==> config.mk <==
export PLATFORM = sky130hd
export DESIGN_NAME = ttc_top
export DESIGN_NICKNAME = d
export VERILOG_FILES = /design/src/ttc_pkg.sv /design/src/ttc_count_if.sv /design/src/ttc_regs.sv /design/src/ttc_counter.sv /design/src/ttc_interrupt.sv /design/src/ttc_top.sv
export SDC_FILE = /design/constraint.sdc
export NUM_CORES = 1
export LEC_CHECK = 0
export BUFFER_PORTS_ARGS = -buffer_cell sky130_fd_sc_hd__buf_2
export CAP_MARGIN = 40
export CORE_AREA = 2 2 114 116
export CTS_BUF_LIST = sky130_fd_sc_hd__clkbuf_4
export CTS_CLUSTER_SIZE = 20
export DETAILED_ROUTE_END_ITERATION = 6
export DIE_AREA = 0 0 116 118
export GPL_ROUTABILITY_DRIVEN = 0
export PLACE_DENSITY = 0.67
export SLEW_MARGIN = 10
export SYNTH_ARGS = -nofsm -noshare
export SYNTH_HDL_FRONTEND = slang
export SYNTH_SLANG_ARGS = --single-unit
==> constraint.sdc <==
create_clock -name pclk10 -period 5.9 [get_ports pclk10]
set_input_delay 0.295 -clock pclk10 [delete_from_list [all_inputs] [get_ports pclk10]]
set_output_delay 0.295 -clock pclk10 [all_outputs]
set_load 0.01 [all_outputs]
==> src/ttc_pkg.sv <==
// Shared constants for the single-channel counter; 16-bit APB data, no wait states, bit 5 reserved
package ttc_pkg;

  // ------------------------------------------------
  // Widths
  // ------------------------------------------------
  localparam int count_w = 16;  // Counter and compare width
  localparam int addr_w  = 8;   // APB address
  localparam int data_w  = 16;  // APB data
  localparam int intr_w  = 6;   // Interrupt and enable words

  // Count, interval and match values
  typedef logic [count_w-1:0] count_t;
  // Interrupt status and enable words
  typedef logic [intr_w-1:0]  intr_t;

  // ------------------------------------------------
  // Register map
  // ------------------------------------------------
  localparam logic [addr_w-1:0] ctrl_addr     = 8'h00;
  localparam logic [addr_w-1:0] interval_addr = 8'h04;
  localparam logic [addr_w-1:0] match1_addr   = 8'h08;
  localparam logic [addr_w-1:0] match2_addr   = 8'h0C;
  localparam logic [addr_w-1:0] match3_addr   = 8'h10;
  localparam logic [addr_w-1:0] count_addr    = 8'h14;  // Read only
  localparam logic [addr_w-1:0] intr_addr     = 8'h18;  // Read clears
  localparam logic [addr_w-1:0] intr_en_addr  = 8'h1C;

  // ------------------------------------------------
  // Control register bits
  // ------------------------------------------------
  localparam int ctrl_en_bit       = 0;  // Count enable
  localparam int ctrl_interval_bit = 1;  // Interval mode
  localparam int ctrl_match_bit    = 2;  // Match enable
  localparam int ctrl_restart_bit  = 3;  // Write one to restart, reads 0

  // ------------------------------------------------
  // Interrupt word bits
  // ------------------------------------------------
  // Bit 5 has no source and stays 0
  localparam int intr_interval_bit = 0;
  localparam int intr_match1_bit   = 1;
  localparam int intr_match2_bit   = 2;
  localparam int intr_match3_bit   = 3;
  localparam int intr_overflow_bit = 4;

endpackage

==> src/ttc_count_if.sv <==
// Control and event bundle for one counter channel; event pulses are one cycle wide
interface ttc_count_if;

  // Control from the register block
  logic            count_en;        // Count enable
  logic            interval_mode;   // Wrap at interval_val
  logic            match_en;        // Comparators active
  logic            restart;         // One-cycle restart
  ttc_pkg::count_t interval_val;
  ttc_pkg::count_t match_val [1:3];

  // Status and events from the counter
  ttc_pkg::count_t count_val;
  logic            interval_intr;   // Interval wrap
  logic [3:1]      match_intr;      // Per comparator
  logic            overflow_intr;   // Free-running wrap

  modport regs (
    output count_en, interval_mode, match_en, restart, interval_val, match_val,
    input  count_val
  );

  modport counter (
    input  count_en, interval_mode, match_en, restart, interval_val, match_val,
    output count_val, interval_intr, match_intr, overflow_intr
  );

  modport intr (
    input interval_intr, match_intr, overflow_intr
  );

endinterface

==> src/ttc_regs.sv <==
// APB register block; two-cycle transfers only, no pready or pslverr, prdata 0 outside access
module ttc_regs (
  input  logic                         pclk10,
  input  logic                         n_p_reset10,
  input  logic                         psel,
  input  logic                         penable,
  input  logic                         pwrite,
  input  logic [ttc_pkg::addr_w-1:0]   paddr,
  input  logic [ttc_pkg::data_w-1:0]   pwdata,
  input  ttc_pkg::intr_t               intr_status,
  input  ttc_pkg::intr_t               intr_en,
  output logic [ttc_pkg::data_w-1:0]   prdata,
  output logic                         intr_en_sel,
  output logic                         clear_interrupt,
  output ttc_pkg::intr_t               wdata,
  ttc_count_if.regs                    cnt
);

  // ------------------------------------------------
  // Access phase decode
  // ------------------------------------------------
  logic wr_en;  // Write access phase
  logic rd_en;  // Read access phase

  assign wr_en = psel & penable & pwrite;
  assign rd_en = psel & penable & ~pwrite;

  // Control and compare registers
  logic            ctrl_en_q;
  logic            ctrl_interval_q;
  logic            ctrl_match_q;
  logic            restart_q;       // Restart pulse, one cycle after the write
  ttc_pkg::count_t interval_q;
  ttc_pkg::count_t match_q [1:3];

  always_ff @(posedge pclk10 or negedge n_p_reset10)
  begin
    if (!n_p_reset10)
    begin
      ctrl_en_q       <= 1'b0;
      ctrl_interval_q <= 1'b0;
      ctrl_match_q    <= 1'b0;
      restart_q       <= 1'b0;
      interval_q      <= '0;
      match_q[1]      <= '0;
      match_q[2]      <= '0;
      match_q[3]      <= '0;
    end
    else
    begin
      restart_q <= 1'b0;  // Self clearing
      if (wr_en)
      begin
        case (paddr)
          ttc_pkg::ctrl_addr:
          begin
            ctrl_en_q       <= pwdata[ttc_pkg::ctrl_en_bit];
            ctrl_interval_q <= pwdata[ttc_pkg::ctrl_interval_bit];
            ctrl_match_q    <= pwdata[ttc_pkg::ctrl_match_bit];
            restart_q       <= pwdata[ttc_pkg::ctrl_restart_bit];
          end
          ttc_pkg::interval_addr: interval_q <= pwdata;
          ttc_pkg::match1_addr:   match_q[1] <= pwdata;
          ttc_pkg::match2_addr:   match_q[2] <= pwdata;
          ttc_pkg::match3_addr:   match_q[3] <= pwdata;
          default: ;  // Read-only or unmapped
        endcase
      end
    end
  end

  // To the counter
  assign cnt.count_en      = ctrl_en_q;
  assign cnt.interval_mode = ctrl_interval_q;
  assign cnt.match_en      = ctrl_match_q;
  assign cnt.restart       = restart_q;
  assign cnt.interval_val  = interval_q;
  assign cnt.match_val[1]  = match_q[1];
  assign cnt.match_val[2]  = match_q[2];
  assign cnt.match_val[3]  = match_q[3];

  // To the interrupt block, both in the access phase
  assign intr_en_sel     = wr_en & (paddr == ttc_pkg::intr_en_addr);
  assign clear_interrupt = rd_en & (paddr == ttc_pkg::intr_addr);
  assign wdata           = pwdata[ttc_pkg::intr_w-1:0];

  // ------------------------------------------------
  // Read mux
  // ------------------------------------------------
  always_comb
  begin
    prdata = '0;
    if (rd_en)
    begin
      case (paddr)
        ttc_pkg::ctrl_addr:
        begin
          prdata[ttc_pkg::ctrl_en_bit]       = ctrl_en_q;
          prdata[ttc_pkg::ctrl_interval_bit] = ctrl_interval_q;
          prdata[ttc_pkg::ctrl_match_bit]    = ctrl_match_q;
        end
        ttc_pkg::interval_addr: prdata = interval_q;
        ttc_pkg::match1_addr:   prdata = match_q[1];
        ttc_pkg::match2_addr:   prdata = match_q[2];
        ttc_pkg::match3_addr:   prdata = match_q[3];
        ttc_pkg::count_addr:    prdata = cnt.count_val;
        ttc_pkg::intr_addr:     prdata[ttc_pkg::intr_w-1:0] = intr_status;  // Pre-clear value
        ttc_pkg::intr_en_addr:  prdata[ttc_pkg::intr_w-1:0] = intr_en;
        default: ;
      endcase
    end
  end

  // A status read and an enable write cannot share one transfer
  a_sel_exclusive: assert property (@(posedge pclk10) disable iff (!n_p_reset10)
    !(clear_interrupt && intr_en_sel));

endmodule

==> src/ttc_counter.sv <==
// Single 16-bit up-counter, no prescaler; event pulses are registered and one cycle wide
module ttc_counter (
  input  logic       pclk10,
  input  logic       n_p_reset10,
  ttc_count_if.counter cnt
);

  ttc_pkg::count_t count_q;     // Current count
  logic            interval_q;  // Interval wrap event
  logic            overflow_q;  // Free-running wrap event
  logic [3:1]      match_q;     // Comparator events

  // ------------------------------------------------
  // Wrap and compare detection
  // ------------------------------------------------
  logic       at_interval;  // Count reached interval_val
  logic       at_max;       // Count at all ones
  logic [3:1] match_hit;    // Equality per comparator

  assign at_interval = cnt.interval_mode & (count_q == cnt.interval_val);
  assign at_max      = ~cnt.interval_mode & (count_q == '1);

  always_comb
  begin
    for (int n = 1; n <= 3; n++)
    begin
      match_hit[n] = cnt.match_en & (count_q == cnt.match_val[n]);
    end
  end

  // ------------------------------------------------
  // Count and event registers
  // ------------------------------------------------
  always_ff @(posedge pclk10 or negedge n_p_reset10)
  begin
    if (!n_p_reset10)
    begin
      count_q    <= '0;
      interval_q <= 1'b0;
      overflow_q <= 1'b0;
      match_q    <= '0;
    end
    else
    begin
      // Pulses drop unless re-raised below
      interval_q <= 1'b0;
      overflow_q <= 1'b0;
      match_q    <= '0;
      if (cnt.restart)
      begin
        count_q <= '0;  // Silent restart, no event
      end
      else if (cnt.count_en)
      begin
        match_q <= match_hit;  // Pulse in the cycle after equality
        if (at_interval)
        begin
          count_q    <= '0;
          interval_q <= 1'b1;
        end
        else if (at_max)
        begin
          count_q    <= '0;
          overflow_q <= 1'b1;
        end
        else
        begin
          count_q <= count_q + 1'b1;
        end
      end
    end
  end

  assign cnt.count_val     = count_q;
  assign cnt.interval_intr = interval_q;
  assign cnt.overflow_intr = overflow_q;
  assign cnt.match_intr    = match_q;

  // Only one kind of wrap per cycle
  a_one_wrap: assert property (@(posedge pclk10) disable iff (!n_p_reset10)
    !(cnt.interval_intr && cnt.overflow_intr));

  // Overflow pulse never seen while interval mode is set
  a_no_ovf_interval: assert property (@(posedge pclk10) disable iff (!n_p_reset10)
    cnt.overflow_intr |-> !cnt.interval_mode);

endmodule

==> src/ttc_interrupt.sv <==
// Sticky interrupt status; events must be single pulses, status clears on read unless just set
module ttc_interrupt (
  input  logic           pclk10,
  input  logic           n_p_reset10,
  input  logic           intr_en_sel,
  input  logic           clear_interrupt,
  input  ttc_pkg::intr_t wdata,
  ttc_count_if.intr      cnt,
  output logic           interrupt,
  output ttc_pkg::intr_t intr_status,
  output ttc_pkg::intr_t intr_en
);

  ttc_pkg::intr_t intr_detect;  // Packed event pulses
  ttc_pkg::intr_t evt_q;        // First register stage
  ttc_pkg::intr_t sync_q;       // Delayed copy for edge detect
  ttc_pkg::intr_t capture_q;    // Rising-edge captures
  ttc_pkg::intr_t status_q;     // Sticky status
  ttc_pkg::intr_t en_q;         // Enable mask
  logic           intr_set_q;   // Capture seen last cycle, blocks clear

  // Reserved top bit left at 0
  always_comb
  begin
    intr_detect                             = '0;
    intr_detect[ttc_pkg::intr_interval_bit] = cnt.interval_intr;
    intr_detect[ttc_pkg::intr_match1_bit]   = cnt.match_intr[1];
    intr_detect[ttc_pkg::intr_match2_bit]   = cnt.match_intr[2];
    intr_detect[ttc_pkg::intr_match3_bit]   = cnt.match_intr[3];
    intr_detect[ttc_pkg::intr_overflow_bit] = cnt.overflow_intr;
  end

  // ------------------------------------------------
  // Capture and sticky status
  // ------------------------------------------------
  always_ff @(posedge pclk10 or negedge n_p_reset10)
  begin
    if (!n_p_reset10)
    begin
      evt_q      <= '0;
      sync_q     <= '0;
      capture_q  <= '0;
      status_q   <= '0;
      intr_set_q <= 1'b0;
    end
    else
    begin
      evt_q      <= intr_detect;
      sync_q     <= evt_q;
      capture_q  <= evt_q & ~sync_q;  // Rising edges only
      intr_set_q <= |capture_q;
      // Clear keeps what is captured at the same edge
      if (clear_interrupt && !intr_set_q)
        status_q <= capture_q & en_q;
      else
        status_q <= status_q | (capture_q & en_q);
    end
  end

  // Enable register, written whole
  always_ff @(posedge pclk10 or negedge n_p_reset10)
  begin
    if (!n_p_reset10)
      en_q <= '0;
    else if (intr_en_sel)
      en_q <= wdata;
  end

  assign intr_status = status_q;
  assign intr_en     = en_q;
  assign interrupt   = |status_q;  // Any enabled, unread event

  // No event source feeds the reserved bit
  a_rsvd_zero: assert property (@(posedge pclk10) disable iff (!n_p_reset10)
    intr_status[ttc_pkg::intr_w-1] == 1'b0);

endmodule

==> src/ttc_top.sv <==
// Lite timer top level, one counter channel; APB transfers are fixed at two cycles
module ttc_top (
  input  logic                       pclk10,
  input  logic                       n_p_reset10,
  input  logic                       psel,
  input  logic                       penable,
  input  logic                       pwrite,
  input  logic [ttc_pkg::addr_w-1:0] paddr,
  input  logic [ttc_pkg::data_w-1:0] pwdata,
  output logic [ttc_pkg::data_w-1:0] prdata,
  output logic                       interrupt
);

  // ------------------------------------------------
  // Internal wiring
  // ------------------------------------------------
  ttc_count_if    cnt_if ();      // Counter control and events
  logic           intr_en_sel;    // Enable register write
  logic           clear_interrupt;  // Status read
  ttc_pkg::intr_t wdata;          // Enable write data
  ttc_pkg::intr_t intr_status;    // Status readback
  ttc_pkg::intr_t intr_en;        // Enable readback

  ttc_regs u_regs (
    .pclk10          (pclk10),
    .n_p_reset10     (n_p_reset10),
    .psel            (psel),
    .penable         (penable),
    .pwrite          (pwrite),
    .paddr           (paddr),
    .pwdata          (pwdata),
    .intr_status     (intr_status),
    .intr_en         (intr_en),
    .prdata          (prdata),
    .intr_en_sel     (intr_en_sel),
    .clear_interrupt (clear_interrupt),
    .wdata           (wdata),
    .cnt             (cnt_if)
  );

  ttc_counter u_counter (
    .pclk10      (pclk10),
    .n_p_reset10 (n_p_reset10),
    .cnt         (cnt_if)
  );

  ttc_interrupt u_interrupt (
    .pclk10          (pclk10),
    .n_p_reset10     (n_p_reset10),
    .intr_en_sel     (intr_en_sel),
    .clear_interrupt (clear_interrupt),
    .wdata           (wdata),
    .cnt             (cnt_if),
    .interrupt       (interrupt),
    .intr_status     (intr_status),
    .intr_en         (intr_en)
  );

endmodule

After elaboration in Yosys (flattened, before gate mapping)
Index checks and enable logic that the tools add are counted.

word-level totals
  RAM bits = 0
  output and inout port bits = 17
  bits in registers = 118
  latch bits = 0
  input port bits = 29
  memories kept = 0
  memory bits (read-only) = 0
  logic and storage cells = 78

cells by class
  eq/ne operators = 12
  mux-type cells = 20
  bitwise gates (word level) = 16
  div/mod/pow operators = 0
  $lt $le $gt $ge = 0
  multiply operators = 0
  add/sub/neg operators = 1
  reductions and logical operators = 11
  shift operators = 0

operator list
  cell                   number
  $mux 16                5
  $eq 16x16->1           4
  $pmux 10 s5            1
  $eq 8x5->1 const B     4
  $pmux 3 s8             1
  $pmux 3 s7             1
  $add 16x1->16 const B  1
  $eq 16x16->1 const B   1
  $eq 8x4->1 const B     2
  $reduce_or 6->1        2
  $and 1x1->1            10
  $reduce_and 2->1       5
  $mux 1                 9
  $eq 8x3->1 const B     1
  $logic_not 8->1        1
  $and 5x6->6            1
  $and 6x6->6            1
  $mux 3                 2
  $mux 6                 1
  $not 5->6              1
  $or 6x6->6             1
  $not 1->1              2
  $reduce_bool 2->1      1
  $logic_and 1x1->1      1
  $logic_not 1->1        1

Logic depth before layout (Yosys ltp)
  depth in word-level cells = 6
  gate-level depth with buffers = 8
  mapped depth without buffers = 7

Hierarchy
From an unflattened synthesis, not the netlist that was laid out.

unflattened totals
  cell total of the unflattened synthesis = 545
  area, all modules = 6414.9 µm²

by module, submodules not included
  module         times used  cells each  sequential area each (µm²)  area an instance (µm²)
  ttc_regs       1           285         1701.6                      3604.7
  ttc_counter    1           207         525.5                       1908.1
  ttc_interrupt  1           53          675.6                       902.1

Worst setup path after synthesis
Ideal clock, no wire load.

  path kind = input to output
  start point = input paddr[5] (netlist bit)
  end point = output prdata[10] (netlist bit)
  buffers on the path = 1
  setup slack = 3.945 ns
  cell stages on the path = 6
  data arrival time = 1.660 ns
  data required time = 5.605 ns
  cells stage by stage = nor3_2 > and2_1 > nand4b_1 > or3_1 > clkbuf_1 > a21oi_1

on the way
  word-level cells in the longest chain between the ends = 3
  elaborated cells on any way between the ends = 7
  those cells by class = eq/ne (5); mux (2)

ends and longest elaborated chain
  item                                RTL line        source
  start: declaration                  ttc_top.sv:8    input logic [ttc_pkg::addr_w-1:0] paddr,
  $eq 8x5->1 (tied with other cells)  ttc_regs.sv:95  case (paddr)
  $pmux 10 s5 (*)                     ttc_regs.sv:95
  $mux 16 (*)                         ttc_regs.sv:93  if (rd_en)
  end: declaration                    ttc_top.sv:10   output logic [ttc_pkg::data_w-1:0] prdata,

Every way passes the cells marked *; elsewhere a longest branch is shown, timed or not.

Worst setup path after layout
  start point = input paddr[5] (netlist bit)
  end point = output prdata[14] (netlist bit)

The elaborated chain is that of the path after synthesis.

==> flow_metrics.env <==
export IMPL_outcome="finished, final reports clean"
export IMPL_crit_family="simple AND/OR/NAND/NOR gates"
export IMPL_rsz0062_at_grt="no"
export IMPL_fin_crit_ns=2.575
export IMPL_syn_avg_cell_area_um2=11.45
export IMPL_synth_seq_area_share_pct=47.92
export IMPL_numCtsBuffers=17
export IMPL_finalSetupViolations=0
export IMPL_dp_cells=715
export IMPL_worst_r2r_endpoint="u_counter.cnt.count_val[13]"
export IMPL_r2r_slack_ns=3.43
export IMPL_max_cap_viol_count=0
export IMPL_antenna_cells=0
export IMPL_antenna_found_initial=0
export IMPL_overflow=0
export IMPL_final_cell_mix="dfrtp_1, mux2_2, xor2_1"
export IMPL_drive_gt1_share_pct=29.85
export IMPL_cts_hold_buf=4
export IMPL_dp_hpwl_um=11040
export IMPL_slew_headroom_pct=47.99
export IMPL_synth_ff_type="dfrtp_1"
export IMPL_cp_slowest_cell="or3_1"
export IMPL_core_um2=12410
export IMPL_leakage_nw=3.446
export IMPL_io_pins=46
export IMPL_ir_worst_vdd_mv=0.1810
export IMPL_criticalPathCategory="input pin to output port"
export IMPL_critPathLaunchType="input pin"
export IMPL_drt_first_pass_iters=7
export IMPL_stdcell_count=755
export IMPL_grt_busiest_layer="met2"
export IMPL_worstMarginPinSlew_ns=0.7776
export IMPL_start_util_pct=48.79
export IMPL_die_w_um=116
export IMPL_cts_max_level=4
export IMPL_synth_ff_latch_count=116
export IMPL_port_buffer_count=45
export IMPL_ctsRootBufferMaster="clkbuf_4"
export IMPL_drv_slew=0
export IMPL_synth_distinct_cells=51
export IMPL_crit_buf_inv=2
export IMPL_timing_rr_start="u_counter.cnt.count_val[0]"
export IMPL_antenna_left=0
export IMPL_p_comb_share_pct=7.1
export IMPL_grt_use_met2_pct=36.66
export IMPL_slowest_delay_ns=0.67
export IMPL_grt_pass1_vias=4375
export IMPL_wirelength_um=15400
export IMPL_hold_path_startpoint="pwdata[6]"
export IMPL_drcViolationCount=0
export IMPL_drt_wirelength_per_cell_um=20.39
export IMPL_grt_pass1_wl_um=24430
export IMPL_reg2reg_depth=7
export IMPL_cts_resized=0
export IMPL_track_usage_pct=23.66
export IMPL_async_flop_share_pct=100.0
export IMPL_insertion_delay_ns=0.54
export IMPL_cp_max_fo=10
export IMPL_min_path_type="input pin to register"
export IMPL_routed_via_density=5.819
export IMPL_yosysTopAreaCellShare_pct=47.92
export IMPL_grt_start_max_net_pins=61
export IMPL_p_sw_mw=0.4209
export IMPL_fp_dieH_um=118
export IMPL_first_iter_violations=408
export IMPL_cp_arrival_ns=2.28
export IMPL_cts_tree="yes"
export IMPL_clkTransAtPathRegs_ns=0.10
export IMPL_cts_sinks=116
export IMPL_clk_path_buf_depth=2
export IMPL_setup_tns_ns=0
export IMPL_swShare_pct=26.94
export IMPL_num_rows=41
export IMPL_path_cells="buf_2, nor3_2, and2_1, nand4b_1, or3_1, a21oi_1, buf_2"
export IMPL_layout_commonest_cell="dfrtp_1"
export IMPL_endpoint_kind="output port"
export IMPL_pwr_share_seq_pct=52.7
export IMPL_vias=4393
export IMPL_yosys_area_top_type="dfrtp_1"
export IMPL_grtUsageMet1_pct=33.07
export IMPL_syn_to_final_growth_pct=10.72
export IMPL_syn_nets=559
export IMPL_syn_area_um2=6057
export IMPL_netlist_instances=529
export IMPL_holdPathEnd="u_regs.cnt.interval_val[6]"
export IMPL_yosysWarnings=0
export IMPL_use_met3_pct=6.488
export IMPL_nNetsFinal=600
export IMPL_holdPathStages=2
export IMPL_power_internal_mw=1.142
export IMPL_synth_edf_count=0
export IMPL_fin_crit_sh_pct=43.64
export IMPL_synth_area_leaders="dfrtp_1, mux2_2, xor2_1, a22oi_1, nor2_1"
export IMPL_p_clk_share_pct=40.3
export IMPL_cp_required_ns=5.61
export IMPL_powerDensity_nw_per_um2=233.0
export IMPL_finalHoldViolCount=0
export IMPL_skew_ns=0.01249
export IMPL_crit_top_cell="buf_2"
export IMPL_cts_setup_buffers=0
export IMPL_max_freq_mhz=388.4
export IMPL_die_area_um2=13690
==> sequential cells by signal, indices dropped and copies added, names as in the netlist, 3 cells and up <==
name and count:
u_counter.cnt.count_val 16, u_counter.cnt.match_intr 3, u_interrupt.capture_q 5, u_interrupt.evt_q 5, u_interrupt.intr_en 6, u_interrupt.intr_status 5
u_interrupt.sync_q 5, u_regs.cnt.interval_val 16, u_regs.cnt.match_val 48
==> Yosys cell counts (6+ instances only) <==
library cell,instances
dfrtp_1,116
mux2_2,69
xor2_1,63
nor2_1,32
nand2_1,28
a22oi_1,21
a21oi_1,20
nor3_1,15
buf_2,14
nor4_1,12
a222oi_1,11
buf_4,9
nand3_1,8
nor2b_1,8
clkbuf_1,7
o21ai_0,7
nand4_1,6
xnor2_1,6
==> logic make-up after synthesis <==
logic type	count (synthesis)	share of synthesized area, %
buffers and inverters	37	3.760
DFF	116	47.92
and+or+nand+nor	144	13.80
xor gates and xnor gates	69	9.977
AOI/OAI and AO/OA	86	10.29
adders and majority gates	1	0.2065
muxes	76	14.05
==> area by class of cell <==
cell class                 instances  area (um^2)
clock buffer                      17        127.6
clock inverter                    15        181.4
fill                            1096         5708
inverter                           2        7.507
multi-input combinational        376         2927
sequential                       116         2903
tap                              172        215.2
timing repair buffer              57        345.3
==> stage by stage <==
| stage | area [um^2] | hold WS [ns] | total power, mW | utilization [%] | setup WS (ns) |
|---|---|---|---|---|---|
| finish | 6706 | 0.02737 | 1.562 | 54.02 | 3.325 |
| global route | 6706 | 0.001199 | 1.623 | 54.02 | 3.206 |
| CTS | 6666 | 0.001190 | 1.572 | 53.70 | 3.305 |
| detailed placement | 6317 | 0.3371 | 0.9432 | 50.89 | 3.138 |
| global placement | 6287 | 0.3336 | 0.9401 | 50.64 | 2.957 |
| floorplan | 6057 | -0.0005911 | 0.8886 | - | 3.945 |
==> per-layer routing <==
layer  vias up  wire [um]  part of all wire (%)
met1      2188       6894                    45
met2       178       7244                    47
li1       2006          -                     -
met5         -          0                     0
met4         0        226                   1.5
met3        21       1029                   6.7
==> power by group through the flow <==
stage / Clock, mW / Combinational [mW] / Sequential, mW
finish: 0.629 / 0.110 / 0.823
global placement: 0 / 0.103 / 0.837
global route: 0.678 / 0.121 / 0.824
CTS: 0.642 / 0.108 / 0.822
detailed placement: 0 / 0.105 / 0.838
floorplan: 0 / 0.0621 / 0.827
==> worst max-delay path by stage <==
stage                  start                        to  depth (start not counted)
global placement    paddr[5]   u_regs.cnt.match_val[7]                          7
detailed placement  paddr[5]  u_regs.cnt.match_val[13]                          8
CTS                 paddr[5]                prdata[14]                          7
floorplan           paddr[5]                prdata[10]                          6
global route        paddr[5]                prdata[14]                          7
finish              paddr[5]                prdata[14]                          7
(Power assumes the default switching activity.)
